$ cat src/hdl/a2card_consts.svh
// Widths, counts and addresses for the card glue logic
// Bus, audio, card count, credit depth, debounce length

`ifndef A2CARD_CONSTS_SVH
`define A2CARD_CONSTS_SVH

// Apple bus
`define A2C_DATA_W 8
`define A2C_ADDR_W 16

// Audio paths
`define A2C_AUDIO_W 16
`define A2C_PSG_W 10

`define A2C_DIP_W 4

// SuperSerial, SuperSprite, Mockingboard, Disk II, CardROM
`define A2C_NUM_CARDS 5

`define A2C_AUDIO_CREDITS 4    // Sink buffer depth
`define A2C_DEBOUNCE_CYCLES 16

`define A2C_SPEAKER_ADDR 16'hC030

`endif
$ cat src/hdl/a2card_pkg.sv
// Shared types for the card glue logic
// Bus responses, bus cycles, audio samples and configuration

`include "a2card_consts.svh"

package a2card_pkg;

    typedef logic [`A2C_DATA_W-1:0] bus_data_t;
    typedef logic [`A2C_ADDR_W-1:0] bus_addr_t;

    // Read response of one card function
    typedef struct packed {
        logic      rd_en;
        bus_data_t data;
    } card_resp_t;

    typedef card_resp_t [`A2C_NUM_CARDS-1:0] card_resp_vec_t;    // Index 0 wins

    typedef struct packed {
        logic      strobe;
        logic      rw_n;
        bus_addr_t addr;
    } bus_access_t;

    typedef logic signed [`A2C_AUDIO_W-1:0] audio_sample_t;
    typedef logic [`A2C_PSG_W-1:0] psg_level_t;    // Unsigned PSG output

    typedef struct packed {
        audio_sample_t left;
        audio_sample_t right;
    } stereo_sample_t;

    typedef struct packed {
        audio_sample_t glu_l;    // Ensoniq
        audio_sample_t glu_r;
        psg_level_t    mb_l;     // Mockingboard
        psg_level_t    mb_r;
        psg_level_t    ssp;      // SuperSprite, mono
    } audio_src_t;

    typedef struct packed {
        logic speaker_en;
        logic mute;
    } card_cfg_t;

    typedef logic [`A2C_DIP_W-1:0] dip_t;    // Active low

    typedef enum logic [1:0] {DB_IDLE, DB_COUNT, DB_STABLE} debounce_state_t;

endpackage

$ cat src/hdl/card_glue_top.sv
// Card glue top level
// Config registers, bus response arbiter and audio mixer

`timescale 1ns/1ns

`include "a2card_consts.svh"

module card_glue_top (
    input  logic                       clk_logic_w,
    input  logic                       arst_n_i,
    input  a2card_pkg::card_resp_vec_t card_resp_i,
    input  logic [`A2C_NUM_CARDS-1:0]  irq_n_i,
    input  a2card_pkg::bus_access_t    bus_i,
    input  a2card_pkg::audio_src_t     audio_src_i,
    input  logic                       sample_tick_i,
    input  logic                       button_i,
    input  logic                       credit_return_i,
    input  a2card_pkg::dip_t           dip_n_i,
    output logic                       data_out_en_o,
    output a2card_pkg::bus_data_t      data_out_o,
    output logic                       irq_n_o,
    output a2card_pkg::stereo_sample_t sample_o,
    output logic                       sample_valid_o
);
    import a2card_pkg::*;

    card_cfg_t cfg_w;    // Speaker enable and mute

    card_config_regs u_config (
        .clk_logic_w (clk_logic_w),
        .arst_n_i    (arst_n_i),
        .dip_n_i     (dip_n_i),
        .button_i    (button_i),
        .cfg_o       (cfg_w)
    );

    bus_response_arbiter u_arbiter (
        .clk_logic_w   (clk_logic_w),
        .arst_n_i      (arst_n_i),
        .card_resp_i   (card_resp_i),
        .irq_n_i       (irq_n_i),
        .data_out_en_o (data_out_en_o),
        .data_out_o    (data_out_o),
        .irq_n_o       (irq_n_o)
    );

    audio_mixer u_mixer (
        .clk_logic_w     (clk_logic_w),
        .arst_n_i        (arst_n_i),
        .bus_i           (bus_i),
        .audio_src_i     (audio_src_i),
        .cfg_i           (cfg_w),
        .sample_tick_i   (sample_tick_i),
        .credit_return_i (credit_return_i),
        .sample_o        (sample_o),
        .sample_valid_o  (sample_valid_o)
    );

endmodule

$ cat src/hdl/audio_mixer.sv
// Speaker toggle, stereo mixer with saturation and credit-based output
// One sample issued per tick while the sink has room

`timescale 1ns/1ns

`include "a2card_consts.svh"

module audio_mixer (
    input  logic                       clk_logic_w,
    input  logic                       arst_n_i,
    input  a2card_pkg::bus_access_t    bus_i,
    input  a2card_pkg::audio_src_t     audio_src_i,
    input  a2card_pkg::card_cfg_t      cfg_i,
    input  logic                       sample_tick_i,
    input  logic                       credit_return_i,
    output a2card_pkg::stereo_sample_t sample_o,
    output logic                       sample_valid_o
);
    import a2card_pkg::*;

    localparam int SUM_W    = `A2C_AUDIO_W + 2;    // Headroom for four sources
    localparam int PSG_EXT  = `A2C_PSG_W + 3;
    localparam int CREDIT_W = $clog2(`A2C_AUDIO_CREDITS + 1);

    logic                speaker_q;
    logic [CREDIT_W-1:0] credit_q;
    logic                issue_w;
    logic                spk_on_w;
    stereo_sample_t      mix_w;
    stereo_sample_t      sample_q;
    logic                valid_q;

    // Sum one side and clip to the signed 16-bit range
    function automatic audio_sample_t mix_side(audio_sample_t glu, psg_level_t mb,
                                               psg_level_t ssp, logic spk);
        logic [SUM_W-1:0] sum;
        sum = {{(SUM_W - `A2C_AUDIO_W){glu[`A2C_AUDIO_W-1]}}, glu}
            + {{(SUM_W - PSG_EXT){1'b0}}, mb, 3'b000}
            + {{(SUM_W - PSG_EXT){1'b0}}, ssp, 3'b000}
            + (spk ? SUM_W'(4096) : SUM_W'(0));
        if (!sum[SUM_W-1] && (|sum[SUM_W-2:`A2C_AUDIO_W-1]))
            return {1'b0, {(`A2C_AUDIO_W-1){1'b1}}};    // Clip high
        else if (sum[SUM_W-1] && !(&sum[SUM_W-2:`A2C_AUDIO_W-1]))
            return {1'b1, {(`A2C_AUDIO_W-1){1'b0}}};    // Clip low
        else
            return sum[`A2C_AUDIO_W-1:0];
    endfunction

    // Reads and writes both flip the speaker
    always_ff @(posedge clk_logic_w or negedge arst_n_i) begin
        if (!arst_n_i)
            speaker_q <= 1'b0;
        else if (bus_i.strobe && (bus_i.addr == bus_addr_t'(`A2C_SPEAKER_ADDR)))
            speaker_q <= ~speaker_q;
    end

    assign spk_on_w = speaker_q & cfg_i.speaker_en;
    assign issue_w  = sample_tick_i && (credit_q != '0);    // Ticks at zero are dropped

    always_comb begin
        mix_w.left  = mix_side(audio_src_i.glu_l, audio_src_i.mb_l, audio_src_i.ssp, spk_on_w);
        mix_w.right = mix_side(audio_src_i.glu_r, audio_src_i.mb_r, audio_src_i.ssp, spk_on_w);
    end

    always_ff @(posedge clk_logic_w or negedge arst_n_i) begin
        if (!arst_n_i) begin
            credit_q <= CREDIT_W'(`A2C_AUDIO_CREDITS);
            valid_q  <= 1'b0;
        end else begin
            valid_q <= issue_w;
            case ({issue_w, credit_return_i})
                2'b10:   credit_q <= credit_q - CREDIT_W'(1);
                2'b01:   credit_q <= credit_q + CREDIT_W'(1);
                default: credit_q <= credit_q;    // Issue and return cancel
            endcase
        end
    end

    always_ff @(posedge clk_logic_w) begin
        if (issue_w)
            sample_q <= cfg_i.mute ? '0 : mix_w;
    end

    assign sample_o       = sample_q;
    assign sample_valid_o = valid_q;

    // Sink may only return credits for samples it holds
    a_no_return_when_full: assert property (@(posedge clk_logic_w) disable iff (!arst_n_i)
        credit_return_i |-> (credit_q < CREDIT_W'(`A2C_AUDIO_CREDITS)));

    a_no_issue_without_credit: assert property (@(posedge clk_logic_w) disable iff (!arst_n_i)
        sample_valid_o |-> ($past(credit_q) != '0));

endmodule

$ cat src/hdl/bus_response_arbiter.sv
// Fixed-priority read data select and interrupt combine
// Registered, one cycle of latency

`timescale 1ns/1ns

`include "a2card_consts.svh"

module bus_response_arbiter (
    input  logic                       clk_logic_w,
    input  logic                       arst_n_i,
    input  a2card_pkg::card_resp_vec_t card_resp_i,
    input  logic [`A2C_NUM_CARDS-1:0]  irq_n_i,
    output logic                       data_out_en_o,
    output a2card_pkg::bus_data_t      data_out_o,
    output logic                       irq_n_o
);
    import a2card_pkg::*;

    logic      sel_en;
    bus_data_t sel_data;

    // Walk from lowest priority up so index 0 lands last
    always_comb begin
        sel_en   = 1'b0;
        sel_data = '0;
        for (int i = `A2C_NUM_CARDS - 1; i >= 0; i--) begin
            if (card_resp_i[i].rd_en) begin
                sel_en   = 1'b1;
                sel_data = card_resp_i[i].data;
            end
        end
    end

    always_ff @(posedge clk_logic_w or negedge arst_n_i) begin
        if (!arst_n_i) begin
            data_out_en_o <= 1'b0;
            data_out_o    <= '0;
            irq_n_o       <= 1'b1;    // No interrupt pending
        end else begin
            data_out_en_o <= sel_en;
            data_out_o    <= sel_data;
            irq_n_o       <= &irq_n_i;    // Any card low pulls the line
        end
    end

    // Idle bus must not carry stale card data
    a_idle_data_zero: assert property (@(posedge clk_logic_w) disable iff (!arst_n_i)
        !data_out_en_o |-> (data_out_o == '0));

endmodule

$ cat src/hdl/card_config_regs.sv
// DIP switch synchronizer, button debouncer and mute toggle

`timescale 1ns/1ns

`include "a2card_consts.svh"

module card_config_regs (
    input  logic                  clk_logic_w,
    input  logic                  arst_n_i,
    input  a2card_pkg::dip_t      dip_n_i,
    input  logic                  button_i,
    output a2card_pkg::card_cfg_t cfg_o
);
    import a2card_pkg::*;

    localparam int CNT_W = $clog2(`A2C_DEBOUNCE_CYCLES + 1);

    dip_t            dip_sync1_q;
    dip_t            dip_sync2_q;
    logic            btn_sync1_q;
    logic            btn_sync2_q;
    debounce_state_t db_state_q;
    logic [CNT_W-1:0] db_cnt_q;
    logic            pressed_q;    // Debounced button level
    logic            mute_q;

    // Two-stage synchronizers, switches idle high
    always_ff @(posedge clk_logic_w or negedge arst_n_i) begin
        if (!arst_n_i) begin
            dip_sync1_q <= '1;
            dip_sync2_q <= '1;
            btn_sync1_q <= 1'b0;
            btn_sync2_q <= 1'b0;
        end else begin
            dip_sync1_q <= dip_n_i;
            dip_sync2_q <= dip_sync1_q;
            btn_sync1_q <= button_i;
            btn_sync2_q <= btn_sync1_q;
        end
    end

    // Level must differ from the debounced one for the whole count
    always_ff @(posedge clk_logic_w or negedge arst_n_i) begin
        if (!arst_n_i) begin
            db_state_q <= DB_IDLE;
            db_cnt_q   <= '0;
            pressed_q  <= 1'b0;
            mute_q     <= 1'b0;
        end else begin
            case (db_state_q)
                DB_IDLE: begin
                    if (btn_sync2_q != pressed_q) begin
                        db_state_q <= DB_COUNT;
                        db_cnt_q   <= CNT_W'(1);
                    end
                end
                DB_COUNT: begin
                    if (btn_sync2_q == pressed_q) begin    // Bounce, start over
                        db_state_q <= DB_IDLE;
                        db_cnt_q   <= '0;
                    end else if (db_cnt_q == CNT_W'(`A2C_DEBOUNCE_CYCLES - 1)) begin
                        db_state_q <= DB_STABLE;
                        db_cnt_q   <= '0;
                        pressed_q  <= btn_sync2_q;
                    end else begin
                        db_cnt_q <= db_cnt_q + CNT_W'(1);
                    end
                end
                DB_STABLE: begin
                    db_state_q <= DB_IDLE;
                    if (pressed_q)
                        mute_q <= ~mute_q;    // Debounced rising edge
                end
                default: db_state_q <= DB_IDLE;
            endcase
        end
    end

    assign cfg_o = '{speaker_en: ~dip_sync2_q[1], mute: mute_q};

    a_db_cnt_bound: assert property (@(posedge clk_logic_w) disable iff (!arst_n_i)
        db_cnt_q <= CNT_W'(`A2C_DEBOUNCE_CYCLES));

endmodule

$ cat config.mk
export PLATFORM = sky130hd
export DESIGN_NAME = card_glue_top
export DESIGN_NICKNAME = d
export VERILOG_FILES = /design/src/hdl/a2card_pkg.sv /design/src/hdl/card_glue_top.sv /design/src/hdl/audio_mixer.sv /design/src/hdl/bus_response_arbiter.sv /design/src/hdl/card_config_regs.sv
export VERILOG_INCLUDE_DIRS = /design/src /design/src/hdl
export SDC_FILE = /design/constraint.sdc
export NUM_CORES = 1
export LEC_CHECK = 0
export BUFFER_PORTS_ARGS = -buffer_cell sky130_fd_sc_hd__buf_2
export CAP_MARGIN = 15
export CELL_PAD_IN_SITES_DETAIL_PLACEMENT = 1
export CELL_PAD_IN_SITES_GLOBAL_PLACEMENT = 1
export CORE_ASPECT_RATIO = 0.8
export CORE_MARGIN = 2
export CORE_UTILIZATION = 41
export CTS_BUF_LIST = sky130_fd_sc_hd__clkbuf_8
export DETAILED_ROUTE_END_ITERATION = 6
export GPL_TIMING_DRIVEN = 0
export PLACE_DENSITY = 0.95
export SYNTH_ARGS = -nofsm -noshare
export SYNTH_HDL_FRONTEND = slang
export SYNTH_SLANG_ARGS = --single-unit
$ cat constraint.sdc
create_clock -name clk_logic_w -period 4.7 [get_ports clk_logic_w]
set_clock_uncertainty 0.15 [all_clocks]
set_input_delay 0.235 -clock clk_logic_w [delete_from_list [all_inputs] [get_ports clk_logic_w]]
set_output_delay 0.235 -clock clk_logic_w [all_outputs]
set_load 0.03 [all_outputs]
* Word-level counts from Yosys, hierarchy flattened *
Index checks and enable logic that the tools add are counted.

storage, ports and cells
  word-level logic and storage cells = 91
  bits in registers = 62
  input bits = 139
  output and inout port bits = 43

operators by class
  $add $sub $neg = 9
  mux-type cells = 24
  equal/unequal tests = 10
  reduce and logical (&&, ||, !) cells = 25
  bitwise gates (word level) = 5

operator list
  cell                    count
  $add A18 B13 Y18        3
  $mux W8                 5
  $add A16 B14 Y17        2
  $mux W16                2
  $mux W15                2
  $add A18 B18 Y18        1
  $eq A16 B16 Y1 const B  1
  $mux W5                 3
  $mux W13                1
  $pmux W5 S2             1
  $reduce_and A2 Y1       5
  $reduce_or A2 Y1        4
  $logic_and A1 B1 Y1     6
  $mux W2                 3
  $pmux W3 S2             1
  $add A5 B1 Y5 const B   1
  $eq A5 B4 Y1 const B    1
  $mux W1                 5
  $reduce_and A5 Y1       1
  $eq A2 B1 Y1 const B    2
  $eq A2 B2 Y1 const B    2
  $logic_not A1 Y1        4
  $not A1 Y1              4
  $pmux W2 S2             1
  11 further kinds        12

* Logic depth before layout (Yosys ltp) *
  word-level depth = 9
  depth in mapped cells = 18
  depth with buffers taken out = 17

* Hierarchy *
A second synthesis with hierarchy kept.

unflattened totals
  cell total of the unflattened synthesis = 453
  area, all modules = 4,643.2 um2

modules (own cells, without submodules)
  module                times used  sequential area each (um2)  cells each  area an instance (um2)
  audio_mixer           1           1,087.3                     347         3,500.9
  bus_response_arbiter  1           251.5                       63          594.3
  card_config_regs      1           327.8                       43          548.0

* Worst setup path before layout *
OpenSTA, ideal clock, no wires.

  kind = in2reg
  start point = in audio_src_i[21] in the netlist's numbering
  end point = reg u_mixer.sample_q, in the netlist u_mixer.sample_o[27], data pin
  setup slack = 0.501 ns
  data arrival time = 3.781 ns
  stages = 17
  required time = 4.282 ns
  path buffers = 1
  library setup time = 0.268 ns
  path through = ha_1 -> a211oi_1 -> o21ai_1 -> a31oi_1 -> o21bai_1 -> a21oi_1 -> xor2_1 -> fa_1 -> inv_1 -> ha_1 -> a21oi_1 -> nand4_1 -> a31o_1 -> maj3_2 -> o31ai_4 -> buf_4 -> o22ai_1

between the ends
  longest elaborated chain between the ends = 8
  elaborated cells on any way between the ends = 11

RTL lines
  item                              line                 RTL
  start: declaration                card_glue_top.sv:14  input a2card_pkg::audio_src_t audio_src_i,
  $add A16 B14 Y17 *                audio_mixer.sv:37    sum = {{(SUM_W - `A2C_AUDIO_W){glu[`A2C_AUDIO_W-1]}}, glu}
  $add A18 B13 Y18 * (2 in series)  audio_mixer.sv:37
  $reduce_and A2 Y1                 audio_mixer.sv:43    else if (sum[SUM_W-1] && !(&sum[SUM_W-2:`A2C_AUDIO_W-1]))
  $logic_not A1 Y1                  audio_mixer.sv:43
  $logic_and A1 B1 Y1               audio_mixer.sv:43
  $mux W16                          audio_mixer.sv:43
  $mux W15 *                        audio_mixer.sv:41    if (!sum[SUM_W-1] && (|sum[SUM_W-2:`A2C_AUDIO_W-1]))
  end signal: assignment            audio_mixer.sv:81    sample_q <= cfg_i.mute ? '0 : mix_w;
  end: declaration                  audio_mixer.sv:30    stereo_sample_t sample_q;

Mark *: on every way between the ends. The rest lies on a longest branch, timed or not.
A chain may end at the register's enable or synchronous reset.

* Worst setup path in the final report *
  start point = in audio_src_i[20] in the netlist's numbering
  end point = reg u_mixer.sample_q, in the netlist u_mixer.sample_o[29], data pin

The elaborated chain is that of the path after synthesis.

==> out/qor.log <==
INFO  min_path       worst_hold_path.num_cells=3
INFO  timing         worst_slew_pin_slew=653ps
INFO  placed_design  buffer_ports.inserted=175
INFO  timing         fin_crit=4450ps
INFO  finish         leading_cell_type_in_the_layout_fill_and_taps_excluded=sky130_fd_sc_hd__buf_2
INFO  worst_setup_path critical_path.startpoint_type=input pin
INFO  synthesis      syn-mean-instance-area=9.47um2
INFO  floorplan      fp-row-count=36
INFO  timing         final_hold_viol_count=0
INFO  global_route   global_route_wire_length_before_repair=25300um
INFO  status         status=complete, no violations
INFO  power_and_ir_drop standby_leakage_power=3.07nW
INFO  global_route   grt_antenna_before_repair=2
INFO  job            timing.max_cap.violations=0
INFO  min_path       destination_of_the_worst_hold_path=u_arbiter.data_out_en_o
INFO  power_and_ir_drop powerDensity=395mW/mm2
INFO  worst_setup_path cp_num_buf_inv=3
INFO  placed_design  gp_congestion=0.832
INFO  worst_setup_path path_cells=buf_2, ha_1, inv_1, fa_1, nor2b_1, o31a_1, a41o_1, nor2_1, xnor2_1, ha_1, ha_1, a21o_1, a21oi_2, nand4_1, a31o_1, maj3_2, o31ai_4, buf_6, o22ai_1
INFO  floorplan      floorplan.die.width=128um
INFO  cts            clk_latency=330ps
INFO  finish         fraction_of_layout_instances_using_a_drive_strength_above_1=0.303
INFO  min_path       hp-class=input pin to flip-flop
INFO  power_and_ir_drop worst_ir_drop_vdd=0.264mV
INFO  finish         nNetsFinal=940
INFO  finish         synthToLayoutAreaGrowth=29.6%
INFO  global_route   grt_start_max_net_pins=34
INFO  timing         fmaxAchievable=0.225GHz
INFO  synthesis      synth.cell_area=0.00503mm2
INFO  placed_design  placedInstanceArea=0.00610mm2
INFO  route          route.detailed.drc=0
INFO  global_route   number_of_global_route_vias_before_repair=5373
INFO  cts            maximum_level_of_the_cts_h_tree=3
INFO  synthesis      synthesis.nets=737
INFO  timing         final.hold.worst_slack=26.0ps
INFO  synthesis      synth_edf_count=32
INFO  route          drtIter0Drc=151
INFO  worst_setup_path worst-r2r-cell-count=11
INFO  worst_setup_path critical_path_type=input pin to flip-flop
INFO  floorplan      fp.dieH=103um
INFO  worst_setup_path crit_family=adder cells
INFO  timing         drv_slew=0
INFO  floorplan      core_area=0.0121mm2
INFO  cts            tritoncts.num_buffers=9
INFO  timing         finalCritPeriodShare=0.947
INFO  worst_setup_path crit_slowest_cell=sky130_fd_sc_hd__fa_1
INFO  finish         layout.cell_area.non_filler=0.00652mm2
INFO  cts            cts_root_buf=sky130_fd_sc_hd__clkbuf_8
INFO  global_route   globalRouteTotalUtil=0.242
INFO  floorplan      ios=182
INFO  route          routed_via_density=5.63
INFO  worst_setup_path critical_path.reg2reg.endpoint=u_mixer.sample_o[29]
INFO  synthesis      synth_sequential_area_ratio=0.331
INFO  worst_setup_path reg2reg_slack=1060ps
INFO  cts            cts_tree=yes
INFO  min_path       min-delay-start=card_resp_i[44]
INFO  route          detail-route-antenna-nets=0
INFO  worst_setup_path path_max_fanout=10
INFO  timing         finalSetupViolations=0
INFO  route          drt-total-wl=16300um
INFO  worst_setup_path critPathMostFrequentCell=sky130_fd_sc_hd__ha_1
INFO  timing         slew-limit-headroom=0.564
INFO  route          wl_per_cell=18.2um
INFO  global_route   globalRouteOverflowTotal=0
INFO  synthesis      postSynthRegisterBits=60
INFO  worst_setup_path reg2reg_from=u_config.dip_sync2_q[1]
INFO  timing         final_critical_path_setup_slack=248ps
INFO  synthesis      postSynthCellCount=531
INFO  synthesis      synth_warnings=0
INFO  worst_setup_path worst-endpoint-arrival=4360ps
INFO  worst_setup_path worst_path_largest_cell_delay=410ps
INFO  cts            clock_path_buffers=2
INFO  finish         n_fill_cell=1480
INFO  route          routed-via-count=5029
INFO  floorplan      die_area=0.0132mm2
INFO  floorplan      initial_core_util=0.417
INFO  placed_design  place.detailed.hpwl=13100um
INFO  cts            clk_pin_slew=70ps
INFO  route          first_pass_iters=4
INFO  worst_setup_path crit_path_end_kind=flip-flop
INFO  worst_setup_path cp.required=4610ps
INFO  synthesis      postSynth.asyncResetShare=0.467
INFO  synthesis      post_synth_num_cell_types=72
INFO  timing         total_negative_setup_slacks=0ps
INFO  synthesis      main_synth_ff_type=sky130_fd_sc_hd__edfxtp_1
INFO  timing         setup_repair_after_global_routing_missed_its_margin=no
INFO  finish         layout_common_cells=176 x sky130_fd_sc_hd__buf_2, 60 x sky130_fd_sc_hd__ha_1, 45 x sky130_fd_sc_hd__nor2_1
INFO  cts            clock_sinks=60
INFO  placed_design  pre_cts_slack=-293ps
-- worst max-delay path by stage --
stage / slack (ps) / endpoint / depth (start not counted) / startpoint
CTS: 40 / u_mixer.sample_o[29] / 18 / audio_src_i[21]
detailed placement: -290 / u_mixer.sample_o[29] / 18 / audio_src_i[21]
floorplan: 500 / u_mixer.sample_o[27] / 17 / audio_src_i[21]
global placement: -40 / u_mixer.sample_o[28] / 18 / audio_src_i[21]
global route: 2 / u_mixer.sample_o[29] / 19 / audio_src_i[49]
finish: 250 / u_mixer.sample_o[29] / 19 / audio_src_i[20]
-- worst register-to-register path, stage by stage, from the launching register on --
cell and delay [ps]:
sky130_fd_sc_hd__dfstp_2 510, sky130_fd_sc_hd__nand2b_1 300, sky130_fd_sc_hd__fa_1 470, sky130_fd_sc_hd__inv_1 70, sky130_fd_sc_hd__ha_1 280, sky130_fd_sc_hd__a21oi_2 190, sky130_fd_sc_hd__nand4_1 210, sky130_fd_sc_hd__a31o_1 290
sky130_fd_sc_hd__maj3_2 330, sky130_fd_sc_hd__o31ai_4 290, sky130_fd_sc_hd__buf_6 200, sky130_fd_sc_hd__o22ai_1 90
-- layout make-up --
cell class / instances / area, um2 / area share
clock inverter: 6 / 78.8 / 0.0121
inverter: 38 / 143 / 0.0219
tap: 152 / 190 / 0.0292
timing repair buffer: 192 / 1050 / 0.162
clock buffer: 10 / 138 / 0.0211
buffer: 11 / 53.8 / 0.00825
sequential: 60 / 1670 / 0.256
antenna: 2 / 5.00 / 0.000767
multi-input combinational: 422 / 3190 / 0.490
-- layer usage --
layer,GRT usage,up-vias,part of all wire
met4,0.0735,0,0.024
met5,0,-,0
met3,0.0467,29,0.045
met2,0.455,157,0.52
li1,-,2396,-
met1,0.284,2447,0.41
-- state kept, by name (all words and copies together), names as in the netlist --
register                 cells
u_arbiter.data_out_en_o      1
u_mixer.sample_valid_o       1
u_mixer.speaker_q            1
u_config.db_state_q          2
u_arbiter.irq_n_o            1
u_config.pressed_q           1
u_config.db_cnt_q            5
u_mixer.credit_q             3
u_arbiter.data_out_o         8
u_config.dip_sync2_q         1
u_config.dip_sync1_q         1
u_config.btn_sync1_q         1
u_config.mute_q              1
u_config.btn_sync2_q         1
u_mixer.sample_o            32
-- logic make-up (layout without fill, tap and decap cells) --
family	Yosys count	count (layout)	share of synthesized area
compound gates	183	183	0.253
other cells	0	2	0
xor+xnor	37	37	0.0644
buf+inv	49	257	0.0383
fa+ha+maj	68	68	0.179
mux	3	3	0.00647
simple gates	131	131	0.127
flops	60	60	0.331
-- cell usage after synthesis, types with 7 or more instances --
cell | number | area share
sky130_fd_sc_hd__nor3_1 | 9 | 0.0090
sky130_fd_sc_hd__o21ai_0 | 26 | 0.026
sky130_fd_sc_hd__a21oi_1 | 43 | 0.043
sky130_fd_sc_hd__a31oi_1 | 10 | 0.012
sky130_fd_sc_hd__nand3_1 | 9 | 0.0090
sky130_fd_sc_hd__xnor2_1 | 21 | 0.037
sky130_fd_sc_hd__clkbuf_1 | 8 | 0.0060
sky130_fd_sc_hd__o21a_1 | 11 | 0.016
sky130_fd_sc_hd__edfxtp_1 | 32 | 0.19
sky130_fd_sc_hd__fa_1 | 7 | 0.028
sky130_fd_sc_hd__a21o_1 | 13 | 0.019
sky130_fd_sc_hd__o22ai_1 | 11 | 0.014
sky130_fd_sc_hd__nor2_1 | 45 | 0.034
sky130_fd_sc_hd__xor2_1 | 16 | 0.028
sky130_fd_sc_hd__inv_1 | 38 | 0.028
sky130_fd_sc_hd__o211ai_1 | 11 | 0.016
sky130_fd_sc_hd__a22oi_1 | 7 | 0.010
sky130_fd_sc_hd__ha_1 | 60 | 0.15
sky130_fd_sc_hd__nor2b_1 | 8 | 0.0099
sky130_fd_sc_hd__dfrtp_1 | 24 | 0.12
sky130_fd_sc_hd__nand2_1 | 31 | 0.023
-- what timing repair did --
| item | 4_1_cts | 5_1_grt |
|---|---|---|
| buffers inserted | 0 | 4 |
| setup endpoints to repair | 0 | 15 |
| hold buffers | 12 | 0 |
| gates resized for setup | 0 | 5 |
| endpoints found under the hold margin | 33 | 0 |
-- per-stage QoR --
stage	util	power [mW]	std cells
final	0.540	2.58	893
after floorplan	-	1.65	531
after detailed placement	0.505	2.03	858
after CTS	0.533	2.55	886
after global placement	0.505	1.95	858
after global routing	0.540	2.74	893
-- report_power, final --
group          switching [mW]  internal, mW
Combinational           0.790         0.500
Sequential             0.0565         0.728
Clock                   0.197         0.308
Total                    1.04          1.54
Note: power is estimated with default switching activity, not from simulation.
